$ cat config.mk
export PLATFORM = sky130hd
export DESIGN_NAME = resultWriter
export DESIGN_NICKNAME = d
export VERILOG_FILES = /design/src/design/notchPkg.sv /design/src/design/resultWriter.sv
export SDC_FILE = /design/constraint.sdc
export NUM_CORES = 1
export LEC_CHECK = 0
export BUFFER_PORTS_ARGS = -buffer_cell sky130_fd_sc_hd__buf_2
export CAP_MARGIN = 20
export CORE_MARGIN = 2
export CORE_UTILIZATION = 40
export DETAILED_ROUTE_END_ITERATION = 12
export PLACE_DENSITY = 0.78
export SYNTH_ARGS = -nofsm -noshare
export SYNTH_HDL_FRONTEND = slang
export SYNTH_SLANG_ARGS = --single-unit
$ cat constraint.sdc
create_clock -name clk -period 5.4 [get_ports clk]
set_clock_uncertainty 0.05 [all_clocks]
set_input_delay 1.08 -clock clk [delete_from_list [all_inputs] [get_ports clk]]
set_output_delay 1.08 -clock clk [all_outputs]
set_load 0.005 [all_outputs]
$ cat src/design/notchPkg.sv
// shared widths, filter coefficients, status codes and bus structs for the notch accelerator RTL
`default_nettype none

package notchPkg;

	localparam int addrWidth = 24;		// memory byte address
	localparam int sampleWidth = 32;	// one signed sample
	localparam int accWidth = 64;		// accumulator and y history
	localparam int coeffWidth = 16;
	localparam int coeffFrac = 14;		// fraction bits dropped after the sum
	localparam int fifoDepth = 16;
	localparam int fifoPtrWidth = 4;	// log2 of fifoDepth
	localparam int fifoCntWidth = 5;	// occupancy, 0 to fifoDepth
	localparam int maxOutstanding = 8;	// reads in flight

	typedef logic signed [sampleWidth-1:0] sample_t;
	typedef logic signed [accWidth-1:0] acc_t;
	typedef logic signed [coeffWidth-1:0] coeff_t;
	typedef logic [addrWidth-1:0] memAddr_t;

	typedef enum logic [1:0] {
		stageIdle = 2'd0,
		stageRunning = 2'd1,
		stageFinished = 2'd2	// waits for irq service
	} stage_t;

	// notch section, scaled by 2^14
	localparam coeff_t coeffB0 = 16'sd8275;
	localparam coeff_t coeffB1 = -16'sd16383;
	localparam coeff_t coeffB2 = 16'sd8275;
	localparam coeff_t coeffA1 = -16'sd31035;
	localparam coeff_t coeffA2 = 16'sd14969;

	localparam logic [3:0] statRead = 4'd0;		// bytes requested
	localparam logic [3:0] statReceived = 4'd1;
	localparam logic [3:0] statComputed = 4'd2;
	localparam logic [3:0] statWritten = 4'd3;
	localparam logic [3:0] statStage = 4'd4;

	localparam logic [31:0] replyAccepted = 32'd99;	// job taken
	localparam logic [31:0] replyIdle = 32'hffff_ffff;

	typedef struct packed {
		logic start;		// one cycle, job begins
		logic active;		// high while running
		memAddr_t base;
		logic [31:0] count;	// samples in the job
	} jobDesc_t;

	typedef struct packed {
		logic read;
		logic write;
		memAddr_t address;
		sample_t writeData;
	} memCmd_t;

endpackage

`default_nettype wire

$ cat src/design/resultWriter.sv
// write engine that drains filter results to memory and merges them with the reader's commands
`timescale 1ns/1ps
`default_nettype none

module resultWriter (
	input wire clk,
	input wire rstN,
	input wire notchPkg::jobDesc_t job,
	input wire notchPkg::memCmd_t readCmd,
	output logic readAccepted,
	input wire outEmpty,
	input wire notchPkg::sample_t outData,
	output logic outPop,
	output notchPkg::memCmd_t mem,
	input wire memWaitRequest,
	output logic [31:0] writtenCount
);

	logic writing;						// write strobe held until accepted
	notchPkg::sample_t wrData;
	logic startWrite;
	logic writeAccepted;

	// reads have priority, a write only starts when no read is up
	assign startWrite = job.active && !job.start && !writing && !outEmpty && !readCmd.read;
	assign outPop = startWrite;			// head captured on the same edge
	assign writeAccepted = writing && !memWaitRequest;
	assign readAccepted = readCmd.read && !writing && !memWaitRequest;

	always_comb begin
		mem = '0;
		if (writing) begin
			mem.write = 1'b1;
			mem.address = job.base + notchPkg::memAddr_t'({writtenCount, 2'b00});	// in place
			mem.writeData = wrData;
		end else begin
			mem.read = readCmd.read;
			mem.address = readCmd.address;
		end
	end

	always_ff @(posedge clk) begin
		if (startWrite) begin
			wrData <= outData;
		end
	end

	always_ff @(posedge clk) begin
		if (!rstN || job.start) begin
			writing <= 1'b0;
			writtenCount <= '0;
		end else if (startWrite) begin
			writing <= 1'b1;
		end else if (writeAccepted) begin
			writing <= 1'b0;
			writtenCount <= writtenCount + 32'd1;	// address moves with it
		end
	end

endmodule

`default_nettype wire

==> run metrics, run 1 <==
status complete, no violations; antenna diode count 0; Final ANT Viol Nets 0; pre-CTS setup slack 899 ps; Post-CTS Setup Bufs 0; CTS clk-pin slew, worst paths 70 ps; worst-skew pair later-pin latency 340 ps; arrival time worst endpoint 3380 ps; slew margin rel. 67.4%; worst slew pin tran 489 ps; Synth Flop Type dfxtp_1; Boundary Pins 244; initial antenna violation count 0; number of DRC markers in iteration 0 127; Static Leak 0.00237 uW; Tot Pwr 1090 uW; grt ovf 0; TNS Setup 0 ps; DP HPWL 8530 um; final hold vios 0; CTS root buf clkbuf_8; fin crit period 4510 ps; crit path kind input pin to primary output; largest net degree at the start of global routing 40; Slew Limit Fails 0; clock tree buffer depth 2; Die Span X 105 um; final worst slack 886 ps; Area Overhead vs Synth 30.2%; flops & latches, synth 65; most common cell after layout, fill and taps aside buf_2; syn_area_per_cell 9.18 sq um; via count 3891; H-tree depth 3; Critical Path Source Type input pin; Tcrit/Tclk final 83.6%; Critical Path Sink Type primary output; WP data required 4270 ps; Power Dens Cells 205 nW/um^2; RD Place Congestion 0.963; synth unique cells 54; Post-CTS Hold Buffers 0; total CTS buffers 9; Final Setup Violations 0; slowest stage delay, CP 430 ps; mapped cell area 4090 sq um; most frequent cells in the layout buf_2, nor2_1, a21oi_1; num rows 36; Tot GR Track Use 20.1%; Post-Syn Nets 620; Synth Warn # 0; vias in the first global route 3859; Slowest cell on crit path fa_1; Max VDD drop 158 uV; Post-Route WL 11000 um; CTS resizes 0; port bufs 178; FFs w/ async S/R, synth 0%; Die H 105 um; Worst Path Max Fanout 4; # clock sinks 65; register area share after synthesis 39.7%; CTS tree built; Post-synth EDFFs 32; Crit path top cell by count buf_2; post-DR wirelength/cell 14.6 um; Core Area 9860 sq um; Via density 5.17; f_max 222 MHz; share of cells above drive strength 1 36.0%; DR pass1 iterations 4; Starting Density 41.4%; Worst Hold Class register to register; first-pass GRT wire length 17900 um; Max-Cap Viols 0; worst path cell trace buf_2 > ha_1 > fa_1 > a21o_1 > a221o_1 > a21oi_2 > o211ai_1 > xnor2_1 > mux2_2 > buf_2; die area 11000 sq um; Remaining DRCs 0; Post-Layout Cell Count 753; placed instance count 737; final net count 790; Post-Synthesis Cells 445; RSZ-0062 raised after global routing no
## final cells by class
type,instances,area (sq um)
inverters,7,26.3
fillers,911,4550
clock inverters,7,101
multi-input cells,351,2360
repair buffers,181,913
well taps,133,166
flip-flops and latches,65,1620
clock buffers,9,124
## Yosys cell counts, types with 10 or more instances
cell type / instances / share of area [%]
a21oi_1: 34 / 4.2
and2_1: 32 / 4.9
clkbuf_1: 18 / 1.7
dfxtp_1: 33 / 16
edfxtp_1: 32 / 24
ha_1: 22 / 6.7
mux2_2: 17 / 4.7
nand2_1: 32 / 2.9
nand3_1: 16 / 2.0
nand4_1: 15 / 2.3
nor2_1: 49 / 4.5
o21ai_0: 17 / 2.1
or3_1: 10 / 1.5
xnor2_1: 21 / 4.5
xor2_1: 18 / 3.9
## logic make-up after synthesis
kind of cell | synth area share [%]
simple gates | 24.7
compound gates | 11.8
flops | 39.7
xor+xnor | 8.36
buf+inv | 2.82
fa+ha+maj | 7.23
mux | 5.42
## routing by layer
| metal | up-vias | wire, um | GRT usage (%) |
|---|---|---|---|
| li1 | 1944 | - | - |
| met1 | 1775 | 4590 | 23.0 |
| met2 | 152 | 5250 | 34.0 |
| met3 | 20 | 900 | 6.24 |
| met4 | 0 | 262 | 9.33 |
| met5 | - | 0 | 0 |
## critical path: cells and delay by family
family,cells,cell delay [ps]
compound gates,4,1020
xor+xnor,1,150
fa+ha+maj,2,650
buf+inv,2,220
mux,1,260
## metrics by stage
step	hold WS (ps)	utilization, %	cell area (sq um)
floorplan	437	-	4090
CTS	454	53.9	5320
detailed placement	443	51.6	5090
global placement	430	51.6	5090
global route	480	53.9	5320
finish	453	53.9	5320
## flip-flops by register name, indices dropped and copies added, names as in the netlist
register and cells:
writing 1, wrData 32, writtenCount 32
## worst paths after layout
check | cells after the start | end | start | slack (ps)
worst max register to register | 6 | writtenCount[29]$_SDFFE_PP0P_ | writing$_SDFFE_PP0P_ | 2600
worst max-delay path | 10 | mem[52] | job[34] | 890
worst min-delay path | 2 | writtenCount[30]$_SDFFE_PP0P_ | writtenCount[30]$_SDFFE_PP0P_ | 450
worst min register to register | 2 | writtenCount[30]$_SDFFE_PP0P_ | writtenCount[30]$_SDFFE_PP0P_ | 450
## where the power goes
| part | internal (uW) | switching [uW] |
|---|---|---|
| clock network | 265 | 201 |
| logic | 52.0 | 49.7 |
| registers | 522 | 1.61 |
Power figures use the tool's default switching activity.
==> run 2: changes to the inputs <==
- CORE_UTILIZATION: 40 -> 44
- PLACE_DENSITY: 0.78 -> 0.81
- clock period: 5.4 -> 4.3 ns (I/O delays scaled with it)
==> run 2 against run 1 <==
Compared with the run above: global-route usage is 0.84 points higher; non-clock buffer count is 1 higher; die area is 8.8% lower; largest cell class unchanged.
==> run metrics, run 2 (synthesized netlist as in run 1, its figures left out) <==
status complete, no violations; slew margin rel. 58.3% (-9.1 points); Slew Limit Fails 0 (unchanged); vias in the first global route 3739 (-3.1%); Tot GR Track Use 20.9% (+0.84 points); Multi-input gate area 2360 sq um (unchanged); Post-CTS Setup Bufs 0 (unchanged); placed instance count 716 (-2.8%); DP HPWL 8460 um (-0.75%); Tcrit/Tclk final 95.6%; worst slew pin tran 625 ps (+136 ps); GRT busiest layer met2; Via density 5.49 (+6.3%); RSZ-0062 raised after global routing no; Worst Path Max Fanout 4 (unchanged); CTS resizes 0 (unchanged); Die Span X 100 um (-4.5%); worst-skew pair later-pin latency 340 ps (about the same); Util after Layout 58.3% (+4.3 points); Max-Cap Viols 0 (unchanged); pre-CTS setup slack 220 ps (-679 ps); RD Place Congestion 0.927 (-3.7%); antenna diode count 0 (unchanged); combinational share of power 9.5% (+0.2 points); TNS Setup 0 ps (unchanged); Static Leak 0.00239 uW (+0.47%); number of DRC markers in iteration 0 132 (+3.9%); largest net degree at the start of global routing 44 (+10%); fin crit period 4110 ps; Max VDD drop 235 uV (+48%); CTS tree built; Power Internal 1050 uW (+26%); share of cells above drive strength 1 36.1% (+0.10 points); Final ANT Viol Nets 0 (unchanged); Reg area 1620 sq um (unchanged); grt ovf 0 (unchanged); Fillers 813 (-11%); Boundary Pins 244 (unchanged); Clk pwr share 42.6% (about the same); post-DR wirelength/cell 15.1 um (+3.5%); port bufs 178 (unchanged); Critical Path Source Type input pin; most frequent cells in the layout buf_2, nor2_1, a21oi_1; Final Setup Violations 0 (unchanged); DR pass1 iterations 5 (+1); Net Sw Frac 23.2% (+0.036 points); total CTS buffers 9 (unchanged); via count 4019 (+3.3%); initial antenna violation count 0 (unchanged); CTS clk-pin slew, worst paths 70 ps (about the same); H-tree depth 3 (unchanged); CTS root buf clkbuf_8; final worst slack 188 ps (-699 ps); Fin Hold WS 457 ps (+3.80 ps); f_max 243 MHz; biggest regs wrData x32, writtenCount x32, writing x1; sequential share of power 47.9% (about the same); final net count 791 (+0.13%); Sw Pwr 318 uW (+26%); die area 10100 sq um (-8.8%); crit path kind input pin to primary output; Worst Hold Class register to register; Post-CTS Hold Buffers 0 (unchanged); met1 Use GR 24.6% (+1.5 points); Post-Layout Cell Count 732 (-2.8%); first-pass GRT wire length 16800 um (-6.1%); # clock sinks 65 (unchanged); Power Dens Cells 259 nW/um^2 (+26%); Remaining DRCs 0 (unchanged); Die H 100 um (-4.5%); arrival time worst endpoint 3200 ps (-180 ps); clock tree buffer depth 2 (unchanged); Area Overhead vs Synth 29.9%; Post-Route WL 11100 um (+0.65%); Core Area 9110 sq um (-7.7%); Starting Density 44.8% (+3.4 points); final hold vios 0 (unchanged); met3 usage 2.44% (-3.8 points); WP data required 3390 ps (-880 ps); met2 usage 37.2% (+3.2 points); most common cell after layout, fill and taps aside buf_2; Critical Path Sink Type primary output; num rows 35 (-2.8%)
==> run 2: changes by cell type in the layout (fill, tap and decap cells not counted) <==
cell        before  now
inv_6            3    2
clkinv_4         0    2
clkinvlp_4       2    1
buf_8            0    1
==> run 2: final cells by class <==
cell class / count / area share [%]
repair buffers: 182 / 17.5
multi-input cells: 351 / 44.5
clock inverters: 7 / 1.93
flip-flops and latches: 65 / 30.6
clock buffers: 9 / 2.33
inverters: 7 / 0.495
well taps: 111 / 2.62
==> run 2: stage by stage <==
step	power [uW]	cell area [sq um]
floorplan	730	4090
global placement	795	5060
detailed placement	801	5080
CTS	1390	5310
global route	1420	5310
finish	1370	5310
==> run 2: worst max-delay path, cell delays in order <==
cell      delay, ps
buf_2           100
ha_1            210
fa_1            420
a21o_1          230
a221o_1         400
a21oi_2         280
o211ai_1        160
xnor2_1         160
mux2_2          260
buf_2           120
==> run 2: routing by layer <==
layer	vias to the layer above	wire, um
li1	1949	-
met1	1871	4450
met2	176	5660
met3	23	660
met4	0	303
met5	-	0
==> run 2: power groups by stage <==
| stage | clock network (uW) | logic, uW | registers (uW) |
|---|---|---|---|
| after floorplan | 0 | 60.1 | 670 |
| after global placement | 0 | 124 | 671 |
| after detailed placement | 0 | 130 | 671 |
| after CTS | 599 | 131 | 657 |
| after global routing | 618 | 144 | 658 |
| final | 584 | 131 | 657 |
==> run 2: path summary, 6_finish.rpt <==
check	start	end	slack, ps	cells past startpoint
worst min-delay path	writtenCount[30]$_SDFFE_PP0P_	writtenCount[30]$_SDFFE_PP0P_	460	2
worst min register to register	writtenCount[30]$_SDFFE_PP0P_	writtenCount[30]$_SDFFE_PP0P_	460	2
worst max register to register	writing$_SDFFE_PP0P_	writtenCount[29]$_SDFFE_PP0P_	1460	6
worst max-delay path	job[34]	mem[52]	190	10
==> run 3: changes to the inputs <==
- ABC_AREA: not set -> 1
- CORE_UTILIZATION: 44 -> 47
- PLACE_DENSITY: 0.81 -> 0.82
==> run 3 against run 2 <==
Compared with the run above: global-route usage increased by 2.0 points; fmax increased by 15%; via count increased by 29%; critical path type unchanged; highest routed layer unchanged.
==> run metrics, run 3 <==
biggest regs wrData x32, writtenCount x32, writing x1; post-synthesis compound-gate area fraction 6.96% (-4.8 points); Commonest cells post-synth nand2_1, inv_1, nor2_1; Remaining DRCs 0 (unchanged); simple-gate share of the synthesized area 41.0% (+16 points); Worst Hold Class register to register; Final ANT Viol Nets 0 (unchanged); TNS Setup 0 ps (unchanged); FFs w/ async S/R, synth 0% (unchanged); first-pass GRT wire length 20700 um (+23%); final hold vios 0 (unchanged); CTS resizes 0 (unchanged); most common cell after layout, fill and taps aside nand2_1; cell accounting for the most synthesized area nand2_1; Max-Cap Viols 0 (unchanged); post-DR wirelength/cell 12.0 um (-21%); Post-Route WL 13000 um (+17%); post-synthesis mux area share 0% (-5.4 points); Tot GR Track Use 22.9% (+2.0 points); initial antenna violation count 0 (unchanged); Post-CTS Hold Buffers 0 (unchanged); Static Leak 0.00329 uW (+38%); Yosys top cell area share 22.9% (-0.63 points); Post-CTS Setup Bufs 0 (unchanged); worst-skew pair later-pin latency 340 ps (about the same); num rows 37 (+5.7%); Die Span X 106 um (+5.4%); worst slew pin tran 939 ps (+313 ps); DR pass1 iterations 5 (unchanged); arrival time worst endpoint 2650 ps (-550 ps); Util after Layout 60.2% (+2.0 points); register area share after synthesis 33.3% (-6.4 points); antenna diode count 0 (unchanged); die area 11200 sq um (+11%); largest net degree at the start of global routing 55 (+25%); DP HPWL 10300 um (+22%); most frequent cells in the layout nand2_1, buf_2, inv_1; largest family of logic cells by synthesized area simple AND/OR/NAND/NOR gates; total CTS buffers 9 (unchanged); Post-Synthesis Cells 763 (+71%); Max VDD drop 210 uV (-11%); CTS clk-pin slew, worst paths 70 ps (about the same); Synth Warn # 0 (unchanged); mapped cell area 4870 sq um (+19%); Boundary Pins 244 (unchanged); slew margin rel. 37.4% (-21 points); grt ovf 0 (unchanged); placed instance count 1066 (+49%); RD Place Congestion 0.903 (-2.6%); synth unique cells 37 (-31%); number of DRC markers in iteration 0 282 (+110%); H-tree depth 3 (unchanged); Core Area 10200 sq um (+12%); CTS root buf clkbuf_8; Starting Density 47.8% (+3.0 points); Post-synth EDFFs 32 (unchanged); Final Setup Violations 0 (unchanged); via count 5184 (+29%); Slew Limit Fails 0 (unchanged); Synth Flop Type dfxtp_1; share of cells above drive strength 1 23.6% (-12 points); fin crit period 3560 ps (-551 ps); # clock sinks 65 (unchanged); Tot Pwr 1420 uW (+3.6%); syn_area_per_cell 6.38 sq um (-30%); adder-cell area share of the yosys netlist 6.06% (-1.2 points); Die H 106 um (+5.4%); CTS tree built; RSZ-0062 raised after global routing no; Area Overhead vs Synth 25.9%; Critical Path Source Type input pin; Post-Syn Nets 938 (+51%); Post-Layout Cell Count 1082 (+48%); most frequent cell after synthesis nand2_1; flops & latches, synth 65 (unchanged); crit path kind input pin to primary output; Power Dens Cells 232 nW/um^2 (-10%); xor and xnor area share after synthesis 1.98% (-6.4 points); main area contributors after synthesis nand2_1, edfxtp_1, dfxtp_1, inv_1, nor2_1; port bufs 178 (unchanged); Via density 4.79 (-13%); clock tree buffer depth 2 (unchanged); Critical Path Sink Type primary output; WP data required 3390 ps (about the same); final net count 1116 (+41%); Tcrit/Tclk final 82.8% (-13 points); Worst Path Max Fanout 5 (+1); f_max 281 MHz (+15%); status complete, no violations; vias in the first global route 4514 (+21%)
==> run 3: cell count changes in the layout (fill, tap and decap cells not counted), moves of 10 or more <==
cell	change
and2_1	-30
inv_1	+114
mux2_2	-17
nand2_1	+265
nand3_1	+27
nand3b_1	+12
nor2_1	+27
or3_1	-10
xnor2_1	-11
xor2_1	-17
==> run 3: cell families after synthesis <==
logic type,count (synthesis)
xor gates and xnor gates,11
buffers and inverters,135
and+or+nand+nor,465
DFF,65
adders and majority gates,23
AOI/OAI and AO/OA,64
==> run 3: metal layers <==
| metal | global-route usage, % | routed length (um) | vias to the layer above |
|---|---|---|---|
| met1 | 30.0 | 5780 | 2277 |
| met4 | 6.48 | 221 | 0 |
| met3 | 3.28 | 740 | 19 |
| li1 | - | - | 2740 |
| met2 | 39.4 | 6230 | 148 |
| met5 | 0 | 0 | - |
==> run 3: stage by stage <==
step | cell area (sq um) | setup WS (ps) | hold WS [ps]
3_3_place_gp | 5890 | 787 | 445
2_1_floorplan | 4870 | 54.8 | 435
5_1_grt | 6130 | 583 | 510
3_5_place_dp | 5890 | 761 | 455
4_1_cts | 6130 | 753 | 476
6_report | 6130 | 739 | 470
==> run 3: path summary, 6_finish.rpt <==
path,cells past startpoint,to,slack (ps),from
max,13,mem[50],740,job[34]
min,2,writtenCount[31]$_SDFFE_PP0P_,470,writtenCount[31]$_SDFFE_PP0P_
max reg2reg,4,wrData[18]$_DFFE_PP_,2030,writing$_SDFFE_PP0P_
min reg2reg,2,writtenCount[31]$_SDFFE_PP0P_,470,writtenCount[31]$_SDFFE_PP0P_
==> run 3: area by class of cell <==
cell class | instances | area (sq um)
clock buffer | 10 | 128
clock inverter | 6 | 115
fill | 1001 | 4050
inverter | 122 | 459
multi-input combinational | 563 | 2730
sequential | 65 | 1620
tap | 136 | 170
timing repair buffer | 180 | 906
==> run 3: worst max-delay path: stages <==
cell     delay, ps
buf_2          100
ha_1           220
fa_1           410
nand3_1        130
nand3_1        210
nand2_1        120
nand2_1        100
nand3_1        120
nand2_1         60
nand2_1         60
nand3_1         80
nand2_1         80
buf_2          110
==> run 3: where the power goes <==
part | internal [uW] | switching [uW] | leakage, uW
Combinational | 62.6 | 69.9 | 0.00261
Clock | 388 | 244 | 0.000117
Sequential | 655 | 1.50 | 0.000557
